### src/hdl/raycast_pkg.sv
package raycast_pkg;

  // Screen position counter, used for both hpos and vpos
  typedef logic [9:0] pos_t;
  // Pixel colour packed as {b1,b0,g1,g0,r1,r0}
  typedef logic [5:0] rgb_t;
  // Texture coordinate, u or v, 64 texels per axis
  typedef logic [5:0] texc_t;
  typedef logic [1:0] wall_t;
  // Wall half-height in pixels
  typedef logic [9:0] size_t;
  // Signed fixed point with FIX_FRAC fraction bits
  typedef logic signed [17:0] fix_t;
  // Texture QSPI sequence step, follows hpos
  typedef logic [9:0] tspi_state_t;

  // Horizontal timing, 640 visible columns
  localparam pos_t H_VIEW       = 10'd640;
  localparam pos_t H_SYNC_START = 10'd656;
  localparam pos_t H_SYNC_END   = 10'd752;
  localparam pos_t H_TOTAL      = 10'd800;

  // Vertical timing, 480 visible lines
  localparam pos_t V_VIEW       = 10'd480;
  localparam pos_t V_SYNC_START = 10'd490;
  localparam pos_t V_SYNC_END   = 10'd492;
  localparam pos_t V_TOTAL      = 10'd525;

  // Screen centre on the hpos axis, floor/sky split
  localparam pos_t HALF_SIZE = H_VIEW >> 1;

  // QSPI read stream lengths, in SCLK cycles
  localparam tspi_state_t TSPI_CMD_LEN      = 10'd8;
  localparam tspi_state_t TSPI_ADDR_LEN     = 10'd24;
  localparam tspi_state_t TSPI_DUMMY_LEN    = 10'd8;
  localparam tspi_state_t TSPI_PREAMBLE_LEN = TSPI_CMD_LEN + TSPI_ADDR_LEN + TSPI_DUMMY_LEN;
  localparam int unsigned TEXEL_COUNT       = 64;
  // Two nibbles per texel byte
  localparam tspi_state_t TSPI_READ_LEN     = tspi_state_t'(TEXEL_COUNT * 2);
  localparam tspi_state_t TSPI_STREAM_LEN   = TSPI_PREAMBLE_LEN + TSPI_READ_LEN;
  // Stream starts so that data arrives right after the visible area
  localparam pos_t        TSPI_HPOS_START   = H_VIEW - TSPI_PREAMBLE_LEN;

  // Quad output fast read
  localparam logic [7:0] TSPI_CMD = 8'h6B;

  localparam int FIX_FRAC = 10;

endpackage

### src/hdl/raycast_row_top.sv
`timescale 1ns/100ps

module raycast_row_top (
  input  logic               clk,
  input  logic               reset,
  // Wall slice descriptor intake
  input  logic               i_slice_valid,
  output logic               o_slice_ready,
  input  raycast_pkg::wall_t i_slice_wall,
  input  logic               i_slice_side,
  input  raycast_pkg::texc_t i_slice_texu,
  input  raycast_pkg::size_t i_slice_size,
  input  raycast_pkg::fix_t  i_slice_texa,
  input  raycast_pkg::fix_t  i_slice_texvinit,
  // Background colours
  input  raycast_pkg::rgb_t  i_sky,
  input  raycast_pkg::rgb_t  i_floor,
  // Texture flash, QSPI master
  output logic               o_tex_csb,
  output logic               o_tex_sclk,
  output logic               o_tex_out0,
  // io0 direction, high means input
  output logic               o_tex_oeb0,
  input  logic [3:0]         i_tex_in,
  // VGA
  output logic               o_hsync_n,
  output logic               o_vsync_n,
  output raycast_pkg::rgb_t  o_rgb,
  output logic               o_hblank,
  output logic               o_vblank,
  output raycast_pkg::pos_t  o_hpos,
  output raycast_pkg::pos_t  o_vpos
);

  logic               hsync;
  logic               vsync;
  logic               hmax;
  logic               visible;
  logic               capture_en;
  logic               capture_odd;
  logic               fetch_take;
  raycast_pkg::wall_t fetch_wall;
  logic               fetch_side;
  raycast_pkg::texc_t fetch_texu;
  logic               cur_valid;
  raycast_pkg::size_t cur_size;
  raycast_pkg::fix_t  cur_texa;
  raycast_pkg::fix_t  cur_texvinit;
  raycast_pkg::texc_t texv;
  raycast_pkg::rgb_t  texel;

  vga_timing u_vga_timing (
    .clk       (clk),
    .reset     (reset),
    .o_hpos    (o_hpos),
    .o_vpos    (o_vpos),
    .o_hsync   (hsync),
    .o_vsync   (vsync),
    .o_hmax    (hmax),
    .o_vmax    (),
    .o_visible (visible)
  );

  // Syncs are active low on the connector
  assign o_hsync_n = !hsync;
  assign o_vsync_n = !vsync;
  assign o_hblank  = (o_hpos >= raycast_pkg::H_VIEW);
  assign o_vblank  = (o_vpos >= raycast_pkg::V_VIEW);

  // Flash clock runs continuously at full rate
  // Data out changes on the rising clk edge, flash samples on the next SCLK rise
  assign o_tex_sclk = !clk;

  tex_fetch_ctrl u_tex_fetch_ctrl (
    .clk           (clk),
    .reset         (reset),
    .i_hpos        (o_hpos),
    .i_wall        (fetch_wall),
    .i_side        (fetch_side),
    .i_texu        (fetch_texu),
    .o_tex_csb     (o_tex_csb),
    .o_tex_oeb0    (o_tex_oeb0),
    .o_tex_out0    (o_tex_out0),
    .o_capture_en  (capture_en),
    .o_capture_odd (capture_odd),
    .o_fetch_take  (fetch_take)
  );

  slice_queue u_slice_queue (
    .clk              (clk),
    .reset            (reset),
    .i_slice_valid    (i_slice_valid),
    .i_slice_wall     (i_slice_wall),
    .i_slice_side     (i_slice_side),
    .i_slice_texu     (i_slice_texu),
    .i_slice_size     (i_slice_size),
    .i_slice_texa     (i_slice_texa),
    .i_slice_texvinit (i_slice_texvinit),
    .i_fetch_take     (fetch_take),
    .i_hmax           (hmax),
    .o_slice_ready    (o_slice_ready),
    .o_fetch_wall     (fetch_wall),
    .o_fetch_side     (fetch_side),
    .o_fetch_texu     (fetch_texu),
    .o_cur_valid      (cur_valid),
    .o_cur_size       (cur_size),
    .o_cur_texa       (cur_texa),
    .o_cur_texvinit   (cur_texvinit)
  );

  // io3 carries no colour data
  texel_buffer u_texel_buffer (
    .clk           (clk),
    .i_capture_en  (capture_en),
    .i_capture_odd (capture_odd),
    .i_tex_in      (i_tex_in[2:0]),
    .i_texv        (texv),
    .o_texel       (texel)
  );

  row_shader u_row_shader (
    .clk         (clk),
    .reset       (reset),
    .i_hpos      (o_hpos),
    .i_hmax      (hmax),
    .i_visible   (visible),
    .i_cur_valid (cur_valid),
    .i_size      (cur_size),
    .i_texa      (cur_texa),
    .i_texvinit  (cur_texvinit),
    .i_texel     (texel),
    .i_sky       (i_sky),
    .i_floor     (i_floor),
    .o_texv      (texv),
    .o_rgb       (o_rgb)
  );

endmodule

### src/hdl/row_shader.sv
`timescale 1ns/100ps

module row_shader (
  input  logic               clk,
  input  logic               reset,
  input  raycast_pkg::pos_t  i_hpos,
  input  logic               i_hmax,
  input  logic               i_visible,
  input  logic               i_cur_valid,
  input  raycast_pkg::size_t i_size,
  input  raycast_pkg::fix_t  i_texa,
  input  raycast_pkg::fix_t  i_texvinit,
  input  raycast_pkg::rgb_t  i_texel,
  input  raycast_pkg::rgb_t  i_sky,
  input  raycast_pkg::rgb_t  i_floor,
  output raycast_pkg::texc_t o_texv,
  output raycast_pkg::rgb_t  o_rgb
);

  // Step accumulator, holds h*texa during column h
  raycast_pkg::fix_t tex_acc;
  // Texture v in fixed point, relative to the slice start
  raycast_pkg::fix_t tex_vv;
  logic              right_half;
  raycast_pkg::pos_t centre_dist;
  logic              in_span;

  always_ff @(posedge clk) begin
    if (reset) begin
      tex_acc <= '0;
    end else if (i_hmax) begin
      // Restart for column 0 of the next line
      tex_acc <= '0;
    end else begin
      tex_acc <= tex_acc + i_texa;
    end
  end

  assign tex_vv = tex_acc + i_texvinit;

  // Integer part is the texel index
  // Negative v is clamped to the first texel
  assign o_texv = tex_vv[$bits(raycast_pkg::fix_t)-1]
    ? '0
    : tex_vv[raycast_pkg::FIX_FRAC +: $bits(raycast_pkg::texc_t)];

  // Distance from the screen centre, no signed math needed
  assign right_half  = (i_hpos >= raycast_pkg::HALF_SIZE);
  assign centre_dist = right_half
    ? i_hpos - raycast_pkg::HALF_SIZE
    : raycast_pkg::HALF_SIZE - i_hpos;

  // Span covers HALF_SIZE-size up to HALF_SIZE+size-1
  assign in_span = i_cur_valid &&
    (right_half ? (centre_dist < i_size) : (centre_dist <= i_size));

  // Final colour, black outside the visible area
  always_comb begin
    if (!i_visible) begin
      o_rgb = '0;
    end else if (in_span) begin
      o_rgb = i_texel;
    end else if (!right_half) begin
      o_rgb = i_floor;
    end else begin
      o_rgb = i_sky;
    end
  end

endmodule

### src/hdl/slice_queue.sv
`timescale 1ns/100ps

module slice_queue (
  input  logic               clk,
  input  logic               reset,
  input  logic               i_slice_valid,
  input  raycast_pkg::wall_t i_slice_wall,
  input  logic               i_slice_side,
  input  raycast_pkg::texc_t i_slice_texu,
  input  raycast_pkg::size_t i_slice_size,
  input  raycast_pkg::fix_t  i_slice_texa,
  input  raycast_pkg::fix_t  i_slice_texvinit,
  input  logic               i_fetch_take,
  input  logic               i_hmax,
  output logic               o_slice_ready,
  output raycast_pkg::wall_t o_fetch_wall,
  output logic               o_fetch_side,
  output raycast_pkg::texc_t o_fetch_texu,
  output logic               o_cur_valid,
  output raycast_pkg::size_t o_cur_size,
  output raycast_pkg::fix_t  o_cur_texa,
  output raycast_pkg::fix_t  o_cur_texvinit
);

  // Next slot, written by the intake
  logic               next_valid;
  raycast_pkg::wall_t next_wall;
  logic               next_side;
  raycast_pkg::texc_t next_texu;
  raycast_pkg::size_t next_size;
  raycast_pkg::fix_t  next_texa;
  raycast_pkg::fix_t  next_texvinit;

  // Fetched slot, address fields go straight out to the QSPI sequencer
  logic               fetch_valid;
  raycast_pkg::size_t fetch_size;
  raycast_pkg::fix_t  fetch_texa;
  raycast_pkg::fix_t  fetch_texvinit;

  logic accept;
  logic take;

  assign o_slice_ready = !next_valid;
  assign accept        = i_slice_valid && o_slice_ready;
  // An empty next slot leaves the fetched slice as is, so the line repeats
  assign take          = i_fetch_take && next_valid;

  always_ff @(posedge clk) begin
    if (reset) begin
      next_valid  <= 1'b0;
      fetch_valid <= 1'b0;
      o_cur_valid <= 1'b0;
    end else begin
      if (accept) begin
        next_valid <= 1'b1;
      end else if (take) begin
        next_valid <= 1'b0;
      end
      if (take) begin
        fetch_valid <= 1'b1;
      end
      // Texture streamed this line is drawn on the next one
      if (i_hmax) begin
        o_cur_valid <= fetch_valid;
      end
    end
  end

  always_ff @(posedge clk) begin
    if (accept) begin
      next_wall     <= i_slice_wall;
      next_side     <= i_slice_side;
      next_texu     <= i_slice_texu;
      next_size     <= i_slice_size;
      next_texa     <= i_slice_texa;
      next_texvinit <= i_slice_texvinit;
    end
    if (take) begin
      o_fetch_wall   <= next_wall;
      o_fetch_side   <= next_side;
      o_fetch_texu   <= next_texu;
      fetch_size     <= next_size;
      fetch_texa     <= next_texa;
      fetch_texvinit <= next_texvinit;
    end
    if (i_hmax) begin
      o_cur_size     <= fetch_size;
      o_cur_texa     <= fetch_texa;
      o_cur_texvinit <= fetch_texvinit;
    end
  end

  // A full next slot holds its descriptor until it is taken
  a_next_hold: assert property (@(posedge clk) disable iff (reset)
    next_valid |=> (!next_valid || $stable({next_wall, next_side, next_texu,
                                            next_size, next_texa, next_texvinit})));

endmodule

### src/hdl/tex_fetch_ctrl.sv
`timescale 1ns/100ps

module tex_fetch_ctrl (
  input  logic               clk,
  input  logic               reset,
  input  raycast_pkg::pos_t  i_hpos,
  input  raycast_pkg::wall_t i_wall,
  input  logic               i_side,
  input  raycast_pkg::texc_t i_texu,
  output logic               o_tex_csb,
  output logic               o_tex_oeb0,
  output logic               o_tex_out0,
  output logic               o_capture_en,
  output logic               o_capture_odd,
  output logic               o_fetch_take
);

  raycast_pkg::tspi_state_t tspi_state;
  logic [23:0]              slice_addr;
  logic                     in_stream;

  // Sequence step tracks hpos, wraps modulo 1024
  assign tspi_state = i_hpos - raycast_pkg::TSPI_HPOS_START;

  // Slice base address in flash
  //   bits 5:0   texel within the slice
  //   bits 11:6  texu
  //   bit 12     side
  //   bits 14:13 wall id
  assign slice_addr = {9'd0, i_wall, i_side, i_texu, 6'd0};

  assign in_stream = (tspi_state < raycast_pkg::TSPI_STREAM_LEN);

  // Chip select held low for the whole read, active low
  assign o_tex_csb = !in_stream;

  // io0 turns around to input from the dummy cycles on
  assign o_tex_oeb0 = (tspi_state >= raycast_pkg::TSPI_CMD_LEN + raycast_pkg::TSPI_ADDR_LEN);

  // Serial bit on io0, MSB first
  // For states below 8, 7-state is the inverted low 3 bits
  // For states 8 to 31, 31-state is the inverted low 5 bits
  always_comb begin
    if (tspi_state < raycast_pkg::TSPI_CMD_LEN) begin
      o_tex_out0 = raycast_pkg::TSPI_CMD[~tspi_state[2:0]];
    end else if (tspi_state < raycast_pkg::TSPI_CMD_LEN + raycast_pkg::TSPI_ADDR_LEN) begin
      o_tex_out0 = slice_addr[~tspi_state[4:0]];
    end else begin
      o_tex_out0 = 1'b0;
    end
  end

  // Flash presents nibbles after the preamble
  assign o_capture_en = (tspi_state >= raycast_pkg::TSPI_PREAMBLE_LEN) && in_stream;
  // Odd step carries the high nibble of each byte
  assign o_capture_odd = tspi_state[0];

  // One cycle pulse during the column before the stream,
  // so the fetched slice is in place for the address phase
  always_ff @(posedge clk) begin
    if (reset) begin
      o_fetch_take <= 1'b0;
    end else begin
      o_fetch_take <= (i_hpos == raycast_pkg::TSPI_HPOS_START - 10'd2);
    end
  end

  // Capture only inside the chip-select window
  a_capture_in_cs: assert property (@(posedge clk) disable iff (reset)
    o_capture_en |-> !o_tex_csb);

  // Stream begins right after the fetch pulse
  a_take_then_cs: assert property (@(posedge clk) disable iff (reset)
    o_fetch_take |=> (!o_tex_csb && (tspi_state == '0)));

endmodule

### src/hdl/texel_buffer.sv
`timescale 1ns/100ps

module texel_buffer (
  input  logic               clk,
  input  logic               i_capture_en,
  input  logic               i_capture_odd,
  input  logic [2:0]         i_tex_in,
  input  raycast_pkg::texc_t i_texv,
  output raycast_pkg::rgb_t  o_texel
);

  // One bit plane per colour bit, indexed by texel
  logic [raycast_pkg::TEXEL_COUNT-1:0] tex_r0;
  logic [raycast_pkg::TEXEL_COUNT-1:0] tex_r1;
  logic [raycast_pkg::TEXEL_COUNT-1:0] tex_g0;
  logic [raycast_pkg::TEXEL_COUNT-1:0] tex_g1;
  logic [raycast_pkg::TEXEL_COUNT-1:0] tex_b0;
  logic [raycast_pkg::TEXEL_COUNT-1:0] tex_b1;

  // Flash data is stable at the rising SCLK edge, i.e. falling clk
  // Byte layout XBGRXBGR, low nibble first, io3 not used
  // Shifting in at the MSB leaves byte k at bit k after 64 bytes
  always_ff @(negedge clk) begin
    if (i_capture_en) begin
      if (!i_capture_odd) begin
        // Low nibble, colour LSBs
        tex_r0 <= {i_tex_in[0], tex_r0[raycast_pkg::TEXEL_COUNT-1:1]};
        tex_g0 <= {i_tex_in[1], tex_g0[raycast_pkg::TEXEL_COUNT-1:1]};
        tex_b0 <= {i_tex_in[2], tex_b0[raycast_pkg::TEXEL_COUNT-1:1]};
      end else begin
        // High nibble, colour MSBs
        tex_r1 <= {i_tex_in[0], tex_r1[raycast_pkg::TEXEL_COUNT-1:1]};
        tex_g1 <= {i_tex_in[1], tex_g1[raycast_pkg::TEXEL_COUNT-1:1]};
        tex_b1 <= {i_tex_in[2], tex_b1[raycast_pkg::TEXEL_COUNT-1:1]};
      end
    end
  end

  // Texel lookup at v
  assign o_texel = {
    tex_b1[i_texv], tex_b0[i_texv],
    tex_g1[i_texv], tex_g0[i_texv],
    tex_r1[i_texv], tex_r0[i_texv]
  };

endmodule

### src/hdl/vga_timing.sv
`timescale 1ns/100ps

module vga_timing (
  input  logic              clk,
  input  logic              reset,
  output raycast_pkg::pos_t o_hpos,
  output raycast_pkg::pos_t o_vpos,
  output logic              o_hsync,
  output logic              o_vsync,
  output logic              o_hmax,
  output logic              o_vmax,
  output logic              o_visible
);

  logic              h_wrap;
  raycast_pkg::pos_t h_next;
  raycast_pkg::pos_t v_next;

  // Decode below is registered from the next counter values
  // so every strobe lines up with the hpos/vpos it belongs to
  always_comb begin
    h_wrap = (o_hpos == raycast_pkg::H_TOTAL - 10'd1);
    h_next = h_wrap ? '0 : o_hpos + 10'd1;
    if (!h_wrap) begin
      v_next = o_vpos;
    end else if (o_vpos == raycast_pkg::V_TOTAL - 10'd1) begin
      v_next = '0;
    end else begin
      v_next = o_vpos + 10'd1;
    end
  end

  always_ff @(posedge clk) begin
    if (reset) begin
      o_hpos    <= '0;
      o_vpos    <= '0;
      o_hsync   <= 1'b0;
      o_vsync   <= 1'b0;
      o_hmax    <= 1'b0;
      o_vmax    <= 1'b0;
      // Position 0,0 is on screen
      o_visible <= 1'b1;
    end else begin
      o_hpos    <= h_next;
      o_vpos    <= v_next;
      o_hsync   <= (h_next >= raycast_pkg::H_SYNC_START) && (h_next < raycast_pkg::H_SYNC_END);
      o_vsync   <= (v_next >= raycast_pkg::V_SYNC_START) && (v_next < raycast_pkg::V_SYNC_END);
      // End of line strobe on the last column
      o_hmax    <= (h_next == raycast_pkg::H_TOTAL - 10'd1);
      // End of frame strobe on the last column of the last line
      o_vmax    <= (h_next == raycast_pkg::H_TOTAL - 10'd1) &&
                   (v_next == raycast_pkg::V_TOTAL - 10'd1);
      o_visible <= (h_next < raycast_pkg::H_VIEW) && (v_next < raycast_pkg::V_VIEW);
    end
  end

  // Horizontal count wraps before the line total
  a_hpos_range: assert property (@(posedge clk) disable iff (reset)
    o_hpos < raycast_pkg::H_TOTAL);

endmodule

### config.mk
export PLATFORM = sky130hd
export DESIGN_NAME = raycast_row_top
export DESIGN_NICKNAME = d
export VERILOG_FILES = /design/src/hdl/raycast_pkg.sv /design/src/hdl/raycast_row_top.sv /design/src/hdl/row_shader.sv /design/src/hdl/slice_queue.sv /design/src/hdl/tex_fetch_ctrl.sv /design/src/hdl/texel_buffer.sv /design/src/hdl/vga_timing.sv
export SDC_FILE = /design/constraint.sdc
export NUM_CORES = 1
export LEC_CHECK = 0
export ABC_CLOCK_PERIOD_IN_PS = 35600
export BUFFER_PORTS_ARGS = -buffer_cell sky130_fd_sc_hd__buf_4
export CORE_ASPECT_RATIO = 1.4
export CORE_MARGIN = 2
export CORE_UTILIZATION = 60
export CTS_CLUSTER_DIAMETER = 80
export DETAILED_ROUTE_END_ITERATION = 10
export GPL_TIMING_DRIVEN = 0
export PLACE_DENSITY_LB_ADDON = 0.05
export SYNTH_ARGS = -nofsm -noshare
export SYNTH_HDL_FRONTEND = slang
export SYNTH_HIERARCHICAL = 1
export SYNTH_SLANG_ARGS = --single-unit
### constraint.sdc
create_clock -name clk -period 35.6 [get_ports clk]
set_clock_uncertainty 0.2 [all_clocks]
set_input_delay 0 -clock clk [delete_from_list [all_inputs] [get_ports clk]]
set_output_delay 0 -clock clk [all_outputs]
set_load 0.01 [all_outputs]
# After elaboration in Yosys (flattened, before gate mapping)
# Memories as Yosys holds them, arrays and structs flattened.
# Cells that the tools add are included.
[word_totals] reg_bits=586 rom_bits=8 input_bits=74 memories=1
[memory_table] name="(no name shown)" depth=8 width=1 rd=1 rd_ports_with_merged_regs=0 write_ports=0 line="tex_fetch_ctrl.sv:45" text="o_tex_out0 = raycast_pkg::TSPI_CMD[~tspi_state[2:0]];"
[classes] n_addsub=7 order_cmp=19 n_eq_ne=4 muxes=28 bitwise_logic=3 n_reduce_logical=16
[ops] op="10-bit == test, second input constant" n=4
[ops] op="10-bit two-way mux" n=4
[ops] op="18-bit adder" n=2
[ops] op="1-bit binary-select mux with 6-bit select" n=6
[ops] op="10-bit by 9-bit greater-or-equal comparator with 1-bit output, second input constant" n=3
[ops] op="6-bit two-way mux" n=4
[ops] op="10-bit by 1-bit adder with 10-bit output, second input constant" n=2
[ops] op="10-bit greater-or-equal comparator, second input constant" n=2
[ops] op="10-bit by 6-bit greater-or-equal comparator with 1-bit output, second input constant" n=2
[ops] op="10-bit < comparator, second input constant" n=2
[ops] op="10-bit by 9-bit < comparator with 1-bit output, second input constant" n=2
[ops] op="1-bit two-way mux" n=13
[ops] op="10-bit <= comparator" n=1
[ops] op="10-bit < comparator" n=1
[ops] op="10-bit by 4-bit < comparator with 1-bit output, second input constant" n=1
[ops] op="10-bit by 6-bit < comparator with 1-bit output, second input constant" n=1
[ops] op="10-bit by 8-bit < comparator with 1-bit output, second input constant" n=1
[ops] op="10-bit subtractor, second input constant" n=1
[ops] op="10-bit by 9-bit subtractor with 10-bit output, second input constant" n=1
[ops] op="9-bit by 10-bit subtractor with 10-bit output, first input constant" n=1
[ops] op="1-bit logical AND" n=7
[ops] op="6-bit by 7-bit < comparator with 1-bit output, second input constant" n=1
[ops] op="5-bit by 6-bit < comparator with 1-bit output, second input constant" n=1
[ops] op="1-bit binary-select mux with 5-bit select" n=1
[ops] op="8 further kinds" n=13

# Longest topological paths before layout
[logic_depth] word_depth=7 ltp_mapped=17 ltp_nobuf=14

# By module
# Netlist, hierarchy kept.
[by_module_without_submodules] mod="texel_buffer" instances=1 cells_per_inst=613 area_per_inst_um2=14632.8
[by_module_without_submodules] mod="slice_queue" instances=1 cells_per_inst=168 area_per_inst_um2=4802.1
[by_module_without_submodules] mod="row_shader" instances=1 cells_per_inst=329 area_per_inst_um2=2607.5
[by_module_without_submodules] mod="vga_timing" instances=1 cells_per_inst=183 area_per_inst_um2=1565.3
[by_module_without_submodules] mod="tex_fetch_ctrl" instances=1 cells_per_inst=78 area_per_inst_um2=556.8
[by_module_without_submodules] mod="raycast_row_top" instances=1 cells_per_inst=5 area_per_inst_um2=28.8

==> flow_metrics.env <==
export IMPL_dpl_hpwl_um=30400
export IMPL_antenna_found_initial=0
export IMPL_pwr_share_seq_pct=38.4
export IMPL_max_slew_margin_pct=15.6
export IMPL_cts_tree="built"
export IMPL_core_area_sq_mm=0.0395
export IMPL_vias_per_cell=5.66
export IMPL_syn_cell_area_sq_mm=0.0241
export IMPL_fin_util_pct=76.6
export IMPL_setup_ws_ns=13.59
export IMPL_crit_arrival_ns=4.33
export IMPL_antenna_left=0
export IMPL_place_gp_congestion=0.866
export IMPL_drtIter0Drc=1336
export IMPL_most_common_layout_cells="edfxtp_1, inv_1, buf_4"
export IMPL_first_pass_iters=5
export IMPL_grt_use_total_pct=25.3
export IMPL_fin_tns_setup_ns=0
export IMPL_peakVddDrop_mv=0.0459
export IMPL_required_ns=17.92
export IMPL_cp_max_fo=37
export IMPL_die_h_um=241
export IMPL_cts_resized=0
export IMPL_die_area_sq_mm=0.0418
export IMPL_wire_per_inst_um=19.9
export IMPL_status="complete, no violations"
export IMPL_p_switching_mw=0.616
export IMPL_die_w_um=173
export IMPL_startpoint_type="flip-flop"
export IMPL_tightest_slew_ns=1.27
export IMPL_crit_type="reg -> reg"
export IMPL_drive_gt1_share_pct=18.5
export IMPL_routed_wl_um=51900
export IMPL_clk_latency_ns=0.65
export IMPL_mostFrequentLayoutCell="edfxtp_1"
export IMPL_initial_core_util_pct=61.0
export IMPL_intPower_mw=1.36
export IMPL_setup_violations=0
export IMPL_synth_nets=1492
export IMPL_nFillCells=2366
export IMPL_ys_warn_count=6
export IMPL_path_clk_slew_ns=0.07
export IMPL_syn_inst=1363
export IMPL_switching_share_pct=31.1
export IMPL_clockRootBuffer="clkbuf_16"
export IMPL_hp_class="in -> reg"
export IMPL_pre_cts_ws_ns=13.62
export IMPL_num_rows=86
export IMPL_rsz0062_at_grt="no"
export IMPL_num_vias=14800
export IMPL_hold_viol=0
export IMPL_avgSynthCellArea_sq_um=17.7
export IMPL_grt_pass1_vias=15800
export IMPL_grt_overflow=0
export IMPL_maxCapViolCount=0
export IMPL_grt_pass1_wl_um=81500
export IMPL_cp_end_kind="flip-flop"
export IMPL_numCtsBuffers=56
export IMPL_power_leakage_nw=12.0
export IMPL_io_pins=109
export IMPL_pwr_share_clk_pct=40.6
export IMPL_pwr_share_comb_pct=21.0
export IMPL_io_buffers=107
export IMPL_clk_path_buf_depth=3
export IMPL_route_detailed_drc=0
export IMPL_drv_slew=0
export IMPL_grt_max_degree=79
export IMPL_postCtsSetupRepairBufs=0
export IMPL_nets=2162
export IMPL_antenna_cells=0
export IMPL_cts_htree_levels=2
export IMPL_power_density_mw_per_mm2=65.5
export IMPL_area_delta_synth_final_pct=25.5
## sequential cells by signal (all words and copies together), names as in the netlist, 64 cells and up
name and flops:
u_texel_buffer/tex_b0 64, u_texel_buffer/tex_b1 64, u_texel_buffer/tex_g0 64, u_texel_buffer/tex_g1 64
u_texel_buffer/tex_r0 64, u_texel_buffer/tex_r1 64
## path summary, 6_finish.rpt
kind / from / endpoint / slack [ns] / cells after the start
setup / recovery: u_vga_timing/o_hpos[3] / u_texel_buffer/tex_r0[55] / 13.59 / 11
hold / removal: reset / u_slice_queue/o_cur_valid / 0.04 / 3
setup reg to reg: u_vga_timing/o_hpos[3] / u_texel_buffer/tex_r0[55] / 13.59 / 11
hold reg to reg: u_slice_queue/fetch_texa[9] / u_slice_queue/o_cur_texa[9] / 0.21 / 0
## cell type report
cell class	count	area [sq um]	share of cell area, %
inverter	41	154	0.509
clock inverter	428	1880	6.21
tap	528	661	2.18
sequential	586	17100	56.7
multi-input combinational	673	6410	21.2
buffer	61	393	1.30
timing repair buffer	228	2110	6.99
clock buffer	61	1490	4.92
## per-layer routing
metal / global-route usage (%) / routed length (um) / share of wire, %
met1: 31.2 / 21000 / 40
met2: 42.9 / 26900 / 52
met3: 6.22 / 2980 / 5.7
met4: 11.2 / 1150 / 2.2
met5: 0 / 0 / 0
## repair_timing
| item | CTS | global route |
|---|---|---|
| hold endpoints to repair | 77 | 0 |
| hold buffers | 114 | 0 |
| endpoints found under the setup margin | 0 | 0 |
## power by group through the flow
| stage | clock network (mW) | logic, mW | registers (mW) |
|---|---|---|---|
| after floorplan | 0.0651 | 0.282 | 0.770 |
| after global placement | 0.0667 | 0.401 | 0.771 |
| after detailed placement | 0.0667 | 0.405 | 0.772 |
| after CTS | 0.825 | 0.418 | 0.760 |
| after global routing | 0.887 | 0.440 | 0.760 |
| final | 0.804 | 0.415 | 0.761 |
## stage by stage
stage                     instance area [sq um]  hold WS, ns  std cells  power [mW]
after floorplan                           24100       -0.156       1363        1.12
after global placement                    25600      -0.0575       1998        1.24
after CTS                                 30200       0.0113       2606        2.00
after global routing                      30200       0.0562       2606        2.09
final                                     30200       0.0391       2606        1.98
after detailed placement                  25700      -0.0575       2006        1.24
## worst max-delay path, cell delays in order (launching register included)
cell and delay (ns):
dfxtp_1 0.62, inv_1 0.20, ha_1 0.41, or2b_1 0.24, a211oi_1 0.25, a211o_1 0.14
a32oi_1 0.13, a22oi_2 0.24, nor2b_4 0.67, buf_12 0.31, buf_12 0.25, buf_12 0.23
(Power assumes the default switching activity.)
